[src/hw/pcs_stripe_pkg.sv]
// Shared types and constants for the four-lane 64b/66b transmit scrambler
// Block, header, history and counter widths live here

package pcs_stripe_pkg;

    ////////////////////////////////////////////////////////////////////
    // Scrambler polynomial x^58 + x^39 + 1
    ////////////////////////////////////////////////////////////////////

    // Delay of the inner tap in bits
    localparam int SCR_TAP = 39;
    // Length of the scrambler history
    localparam int SCR_LEN = 58;

    ////////////////////////////////////////////////////////////////////
    // Vector types
    ////////////////////////////////////////////////////////////////////

    // One 64-bit block payload
    typedef logic [63:0] block_t;

    // 66b sync header
    typedef logic [1:0] sync_hdr_t;

    // Scrambler history, bit 57 is the newest scrambled bit
    typedef logic [SCR_LEN-1:0] scr_hist_t;

    // Stripe sequence number on the output
    typedef logic [6:0] seq_t;

    // Count of blocks seen with a bad sync header
    typedef logic [7:0] err_cnt_t;

    // Full 66-bit block, header in the upper two bits
    typedef struct packed {
        sync_hdr_t hdr;
        block_t    payload;
    } lane_block_t;

    // Valid sync header codes
    localparam sync_hdr_t SYNC_DATA = 2'b01;
    localparam sync_hdr_t SYNC_CTRL = 2'b10;

    // History seen by lane 0 right after reset
    localparam scr_hist_t HIST_RESET = 58'd3;

endpackage
[src/hw/pcs_stripe_top.sv]
// Transmit scrambling core for a multi-lane 64b/66b PCS
// Input register, chained lane scramblers, output register

module pcs_stripe_top #(
    parameter int NUM_LANES = 4
) (
    input  logic                                        clk_156,
    input  logic                                        async_reset_n,
    input  logic                                        in_valid_i,
    input  pcs_stripe_pkg::lane_block_t [NUM_LANES-1:0] in_blocks_i,
    input  logic                                        bypass_scram_i,
    output logic                                        out_valid_o,
    output pcs_stripe_pkg::lane_block_t [NUM_LANES-1:0] out_blocks_o,
    output pcs_stripe_pkg::seq_t                        seq_o,
    output pcs_stripe_pkg::err_cnt_t                    hdr_err_cnt_o
);

    localparam int BLK_W = $bits(pcs_stripe_pkg::block_t);
    localparam int LEN   = pcs_stripe_pkg::SCR_LEN;

    logic                                        feed_valid;
    pcs_stripe_pkg::lane_block_t [NUM_LANES-1:0] feed_blocks;
    pcs_stripe_pkg::lane_block_t [NUM_LANES-1:0] scr_blocks;
    pcs_stripe_pkg::scr_hist_t                   hist_q;
    pcs_stripe_pkg::scr_hist_t                   lane_hist [NUM_LANES];

    stripe_feed #(
        .NUM_LANES (NUM_LANES)
    ) u_stripe_feed (
        .clk_156       (clk_156),
        .async_reset_n (async_reset_n),
        .in_valid_i    (in_valid_i),
        .in_blocks_i   (in_blocks_i),
        .feed_valid_o  (feed_valid),
        .feed_blocks_o (feed_blocks),
        .hdr_err_cnt_o (hdr_err_cnt_o)
    );

    ////////////////////////////////////////////////////////////////////
    // Lane chain
    ////////////////////////////////////////////////////////////////////

    for (genvar i = 0; i < NUM_LANES; i++) begin : g_lane
        // Lane 0 resumes from the previous stripe, the rest from their neighbour
        if (i == 0) begin : g_first
            assign lane_hist[i] = hist_q;
        end else begin : g_next
            assign lane_hist[i] = scr_blocks[i-1].payload[BLK_W-1 -: LEN];
        end

        lane_scrambler u_lane_scrambler (
            .blk_i    (feed_blocks[i]),
            .hist_i   (lane_hist[i]),
            .bypass_i (bypass_scram_i),
            .blk_o    (scr_blocks[i])
        );
    end

    stripe_collect #(
        .NUM_LANES (NUM_LANES)
    ) u_stripe_collect (
        .clk_156       (clk_156),
        .async_reset_n (async_reset_n),
        .scr_valid_i   (feed_valid),
        .scr_blocks_i  (scr_blocks),
        .hist_o        (hist_q),
        .out_valid_o   (out_valid_o),
        .out_blocks_o  (out_blocks_o),
        .seq_o         (seq_o)
    );

endmodule

[src/hw/stripe_collect.sv]
// Output register stage for the scrambled stripe
// Keeps the history fed back to lane 0 and numbers each stripe

module stripe_collect #(
    parameter int NUM_LANES = 4
) (
    input  logic                                        clk_156,
    input  logic                                        async_reset_n,
    input  logic                                        scr_valid_i,
    input  pcs_stripe_pkg::lane_block_t [NUM_LANES-1:0] scr_blocks_i,
    output pcs_stripe_pkg::scr_hist_t                   hist_o,
    output logic                                        out_valid_o,
    output pcs_stripe_pkg::lane_block_t [NUM_LANES-1:0] out_blocks_o,
    output pcs_stripe_pkg::seq_t                        seq_o
);

    localparam int BLK_W = $bits(pcs_stripe_pkg::block_t);
    localparam int LEN   = pcs_stripe_pkg::SCR_LEN;

    logic                      out_valid_q;
    pcs_stripe_pkg::scr_hist_t hist_q;
    // Number shown with the current output stripe
    pcs_stripe_pkg::seq_t      seq_q;
    // Number the next stripe will carry
    pcs_stripe_pkg::seq_t      seq_nxt_q;

    ////////////////////////////////////////////////////////////////////
    // Control and history
    ////////////////////////////////////////////////////////////////////

    always_ff @(posedge clk_156 or negedge async_reset_n) begin
        if (!async_reset_n) begin
            out_valid_q <= 1'b0;
            hist_q      <= pcs_stripe_pkg::HIST_RESET;
            seq_q       <= '0;
            seq_nxt_q   <= '0;
        end else begin
            out_valid_q <= scr_valid_i;
            if (scr_valid_i) begin
                // Newest 58 bits of the last lane carry over to lane 0
                hist_q    <= scr_blocks_i[NUM_LANES-1].payload[BLK_W-1 -: LEN];
                seq_q     <= seq_nxt_q;
                // Wraps from 127 to 0 on its own
                seq_nxt_q <= seq_nxt_q + 7'd1;
            end
        end
    end

    // Stripe payload register
    always_ff @(posedge clk_156) begin
        if (scr_valid_i) begin
            out_blocks_o <= scr_blocks_i;
        end
    end

    assign hist_o      = hist_q;
    assign out_valid_o = out_valid_q;
    assign seq_o       = seq_q;

endmodule

[src/hw/lane_scrambler.sv]
// Combinational x^58 + x^39 + 1 scrambler for the payload of one lane
// Header is passed as is; bypass selects the raw payload

module lane_scrambler (
    input  pcs_stripe_pkg::lane_block_t blk_i,
    input  pcs_stripe_pkg::scr_hist_t   hist_i,
    input  logic                        bypass_i,
    output pcs_stripe_pkg::lane_block_t blk_o
);

    localparam int BLK_W = $bits(pcs_stripe_pkg::block_t);
    localparam int LEN   = pcs_stripe_pkg::SCR_LEN;
    localparam int TAP   = pcs_stripe_pkg::SCR_TAP;

    pcs_stripe_pkg::block_t scr_payload;

    ////////////////////////////////////////////////////////////////////
    // Serial scrambler unrolled over the block
    ////////////////////////////////////////////////////////////////////

    // seq holds the history, oldest bit at 0, then the output bits.
    // Output bit j sits at seq[LEN+j], so its taps are LEN-TAP and 0 above j
    always_comb begin : scramble
        logic [LEN+BLK_W-1:0] seq;

        seq            = '0;
        seq[LEN-1:0]   = hist_i;
        for (int j = 0; j < BLK_W; j++) begin
            seq[LEN+j] = blk_i.payload[j] ^ seq[j+LEN-TAP] ^ seq[j];
        end
        scr_payload = seq[LEN+BLK_W-1:LEN];
    end

    // Sync header is never scrambled
    assign blk_o.hdr     = blk_i.hdr;
    assign blk_o.payload = bypass_i ? blk_i.payload : scr_payload;

endmodule

[src/hw/stripe_feed.sv]
// Input register stage for one stripe of lane blocks
// Also counts blocks with an invalid sync header, saturating

module stripe_feed #(
    parameter int NUM_LANES = 4
) (
    input  logic                                        clk_156,
    input  logic                                        async_reset_n,
    input  logic                                        in_valid_i,
    input  pcs_stripe_pkg::lane_block_t [NUM_LANES-1:0] in_blocks_i,
    output logic                                        feed_valid_o,
    output pcs_stripe_pkg::lane_block_t [NUM_LANES-1:0] feed_blocks_o,
    output pcs_stripe_pkg::err_cnt_t                    hdr_err_cnt_o
);

    localparam int CNT_W = $clog2(NUM_LANES + 1);
    localparam int ERR_W = $bits(pcs_stripe_pkg::err_cnt_t);

    logic                     feed_valid_q;
    pcs_stripe_pkg::err_cnt_t err_cnt_q;
    logic [CNT_W-1:0]         bad_cnt;
    logic [ERR_W:0]           err_sum;

    // Number of bad headers in the incoming stripe
    always_comb begin
        bad_cnt = '0;
        for (int i = 0; i < NUM_LANES; i++) begin
            if ((in_blocks_i[i].hdr != pcs_stripe_pkg::SYNC_DATA) &&
                (in_blocks_i[i].hdr != pcs_stripe_pkg::SYNC_CTRL)) begin
                bad_cnt = bad_cnt + CNT_W'(1);
            end
        end
    end

    // One spare bit catches the overflow
    assign err_sum = {1'b0, err_cnt_q} + (ERR_W + 1)'(bad_cnt);

    always_ff @(posedge clk_156 or negedge async_reset_n) begin
        if (!async_reset_n) begin
            feed_valid_q <= 1'b0;
            err_cnt_q    <= '0;
        end else begin
            feed_valid_q <= in_valid_i;
            if (in_valid_i) begin
                // Stick at all ones
                err_cnt_q <= err_sum[ERR_W] ? '1 : err_sum[ERR_W-1:0];
            end
        end
    end

    // Bad blocks pass through untouched
    always_ff @(posedge clk_156) begin
        if (in_valid_i) begin
            feed_blocks_o <= in_blocks_i;
        end
    end

    assign feed_valid_o  = feed_valid_q;
    assign hdr_err_cnt_o = err_cnt_q;

endmodule

[config.mk]
export PLATFORM = sky130hd
export DESIGN_NAME = pcs_stripe_top
export DESIGN_NICKNAME = d
export VERILOG_FILES = /design/src/hw/pcs_stripe_pkg.sv /design/src/hw/pcs_stripe_top.sv /design/src/hw/stripe_collect.sv /design/src/hw/lane_scrambler.sv /design/src/hw/stripe_feed.sv
export SDC_FILE = /design/constraint.sdc
export NUM_CORES = 1
export LEC_CHECK = 0
export ABC_AREA = 1
export BUFFER_PORTS_ARGS = -buffer_cell sky130_fd_sc_hd__buf_4
export CAP_MARGIN = 20
export CORE_AREA = 5 5 239 241
export CTS_CLUSTER_SIZE = 16
export DETAILED_ROUTE_END_ITERATION = 7
export DIE_AREA = 0 0 244 246
export PLACE_DENSITY_LB_ADDON = 0.2
export SYNTH_ARGS = -nofsm -noshare
export SYNTH_HDL_FRONTEND = slang
export SYNTH_HIERARCHICAL = 1
export SYNTH_SLANG_ARGS = --single-unit
[constraint.sdc]
create_clock -name clk_156 -period 18.57 [get_ports clk_156]
set_clock_uncertainty 0.05 [all_clocks]
set_input_delay 1.857 -clock clk_156 [delete_from_list [all_inputs] [get_ports clk_156]]
set_output_delay 1.857 -clock clk_156 [all_outputs]
set_load 0.01 [all_outputs]
==> out/metrics.cfg <==
[cells_and_area]
fin_util_pct = 67.0
final_cell_mix = 1216 x nand2_1, 561 x buf_4, 528 x edfxtp_1, 515 x nand3_1, 449 x inv_1
mostFrequentLayoutCell = nand2_1
drive_above_1_share_pct = 17.5
synthToLayoutAreaGrowth_pct = 23.0
final_nets = 4105

[yosys]
syn_nets = 3538
synth.distinct_cells = 30
ys_seq_area_share_pct = 60.1
synth_cells = 3264
avgSynthCellArea_um2 = 9.12
async_flop_share_pct = 13.4
synth_edf_count = 528
syn_area_mm2 = 0.0298
ys.flop_type = edfxtp_1
synth-seq-cells = 610
yosys_warnings = 6

[cts]
cts-htree-levels = 3
cts_setup_buffers = 0
clk_pin_slew_worst_paths_ns = 0.06
cts_buffers = 68
worstSkewPairLatency_ns = 0.60
clock_path_buffers = 3
cts_sinks = 610
clock-root-buffer = clkbuf_16
ctsHoldBuffers = 0
cts_tree = built
cts_resized = 0

[pwr]
power_density_mw_per_mm2 = 123
ir_drop_v = 0.0000846
cellLeakagePower_uw = 0.0176

[worst_setup_path]
path_cells = buf_4 -> inv_4 -> buf_4 -> o21ai_0 -> inv_1 -> nand2_1 -> nand2_1 -> nand2_1 -> nand3_1 -> nand2_1 -> nand2_1 -> nand2_1 -> nand2_1 -> a21oi_1 -> o21ai_1 -> xnor2_1 -> inv_1 -> nand2_1 -> nand3_1 -> nand3_1 -> nand3_1 -> nand2_1 -> nand2_1
cp.arrival_ns = 5.68
path_max_fanout = 48
cp_slowest_cell = o21ai_0
cp_common_cell = nand2_1
required_ns = 18.87
critical_path_class = in2reg
critical_path_buf_inv_count = 5
worstSetupEndpointType = flop
cpLargestDelayFamily = simple AND/OR/NAND/NOR gates
max_stage_delay_ns = 0.74
startpoint_type = input port

[worst_hold_path]
hold_class = reg2reg

[drt]
drt-total-wl_um = 84000
avgViaCountPerCell = 5.35
drtIter0Drc = 2108
drt_pass1_iterations = 6
vias = 24600
drc_errors = 0
wire_per_inst_um = 18.3
final_antenna_net_count = 0

[timing]
period_share_pct = 29.0
layout_min_cycle_time_ns = 5.38
hold_viol = 0
relSlewSlack_pct = 37.4
setup_viol = 0
hold_slack_ns = 0.359
report.final.slew_viol_count = 0
setup_tns_ns = 0
rsz0062_at_grt = false
tightest_slew_ns = 0.938
timing.fmax_mhz = 186
worst_slack_ns = 13.19

[placement]
port_buffers = 547
gp_congestion = 0.886
hpwl_um = 61500
place_ws_ns = 12.70

[grt]
antenna_found_initial = 13
grt_pass1_wl_um = 126000
grt_pass1_vias = 22900
grt_max_degree = 93
grt_overflow_total = 0
grt_use_total_pct = 27.1

[run_status]
status = complete, no violations

[floorplanning]
core_area_mm2 = 0.0547
die_area_mm2 = 0.0600
die_w_um = 244
rows = 86
ios = 548
start_util_pct = 54.5
dieHeight_um = 246

[run]
max_cap_violations = 0

-- cell usage after synthesis (all sizes together), types with 5 or more instances --
master	number	area [µm²]
buf	54	487
clkbuf	12	45.0
dfrtp	80	2000
ha	5	62.6
inv	455	1720
nand3b	5	50.1
a21oi	56	280
nor2	11	43.8
o21ai	162	811
nand3	515	2580
xnor2	65	569
edfxtp	528	15900
nand4	78	488
nand2	1217	4570
xor2	9	78.8
-- registers in the layout, summed over array words and instances, names as in the netlist --
name and flops:
u_stripe_collect/seq_nxt_q 7, u_stripe_collect/hist_o 58, u_stripe_feed/feed_valid_o 1, u_stripe_feed/hdr_err_cnt_o 8, u_stripe_collect/seq_o 7, u_stripe_collect/out_valid_o 1, u_stripe_collect/out_blocks_o 264, u_stripe_feed/feed_blocks_o 264
-- where the power goes --
part | leakage [µW] | switching [µW] | internal, µW
sequential | 0.00619 | 138 | 1740
combinational | 0.0103 | 819 | 476
clock | 0.00109 | 545 | 787
-- routing by layer --
layer / routed length (µm) / track usage [%] / vias up
met5: 40 / 0 / -
met4: 3570 / 11.8 / 6
met3: 6800 / 5.90 / 181
met2: 40300 / 44.7 / 922
met1: 33200 / 34.9 / 11500
li1: - / - / 12000
-- kinds of logic after synthesis --
logic type,count (synthesis),share of synthesized area (%)
simple gates,1829,26.1
xor+xnor,74,2.18
buf+inv,521,7.55
flops,610,60.1
fa+ha+maj,6,0.277
compound gates,224,3.79
-- stage by stage --
step	power, µW	instances	area [µm²]
floorplan	2700	3264	29800
global placement	3150	4464	34400
detailed placement	3180	4464	34400
CTS	4520	4587	36600
global route	4770	4596	36600
finish	4510	4599	36600
-- cell type report --
cell class / count / area, µm²
diodes: 11 / 27.5
clock buffers: 97 / 1940
clock inverters: 26 / 263
fillers: 4248 / 18000
inverters: 455 / 1720
multi-input cells: 2133 / 9620
flip-flops and latches: 610 / 17900
well taps: 704 / 881
repair buffers: 563 / 4250
-- final timing paths --
kind	startpoint	endpoint	slack, ns	cells past startpoint
setup / recovery	bypass_scram_i	u_stripe_collect/out_blocks_o[249]$_DFFE_PP_	13.19	23
hold / removal	u_stripe_feed/feed_blocks_o[64]$_DFFE_PP_	u_stripe_collect/out_blocks_o[64]$_DFFE_PP_	0.36	0
setup reg to reg	u_stripe_collect/hist_o[45]$_DFFE_PN0P_	u_stripe_collect/hist_o[23]$_DFFE_PN0P_	14.71	25
hold reg to reg	u_stripe_feed/feed_blocks_o[64]$_DFFE_PP_	u_stripe_collect/out_blocks_o[64]$_DFFE_PP_	0.36	0
min in group asynchronous	async_reset_n	u_stripe_feed/hdr_err_cnt_o[4]$_DFFE_PN0P_	1.18	1
max in group asynchronous	async_reset_n	u_stripe_collect/hist_o[45]$_DFFE_PN0P_	16.11	2
Power figures use the tool's default switching activity.
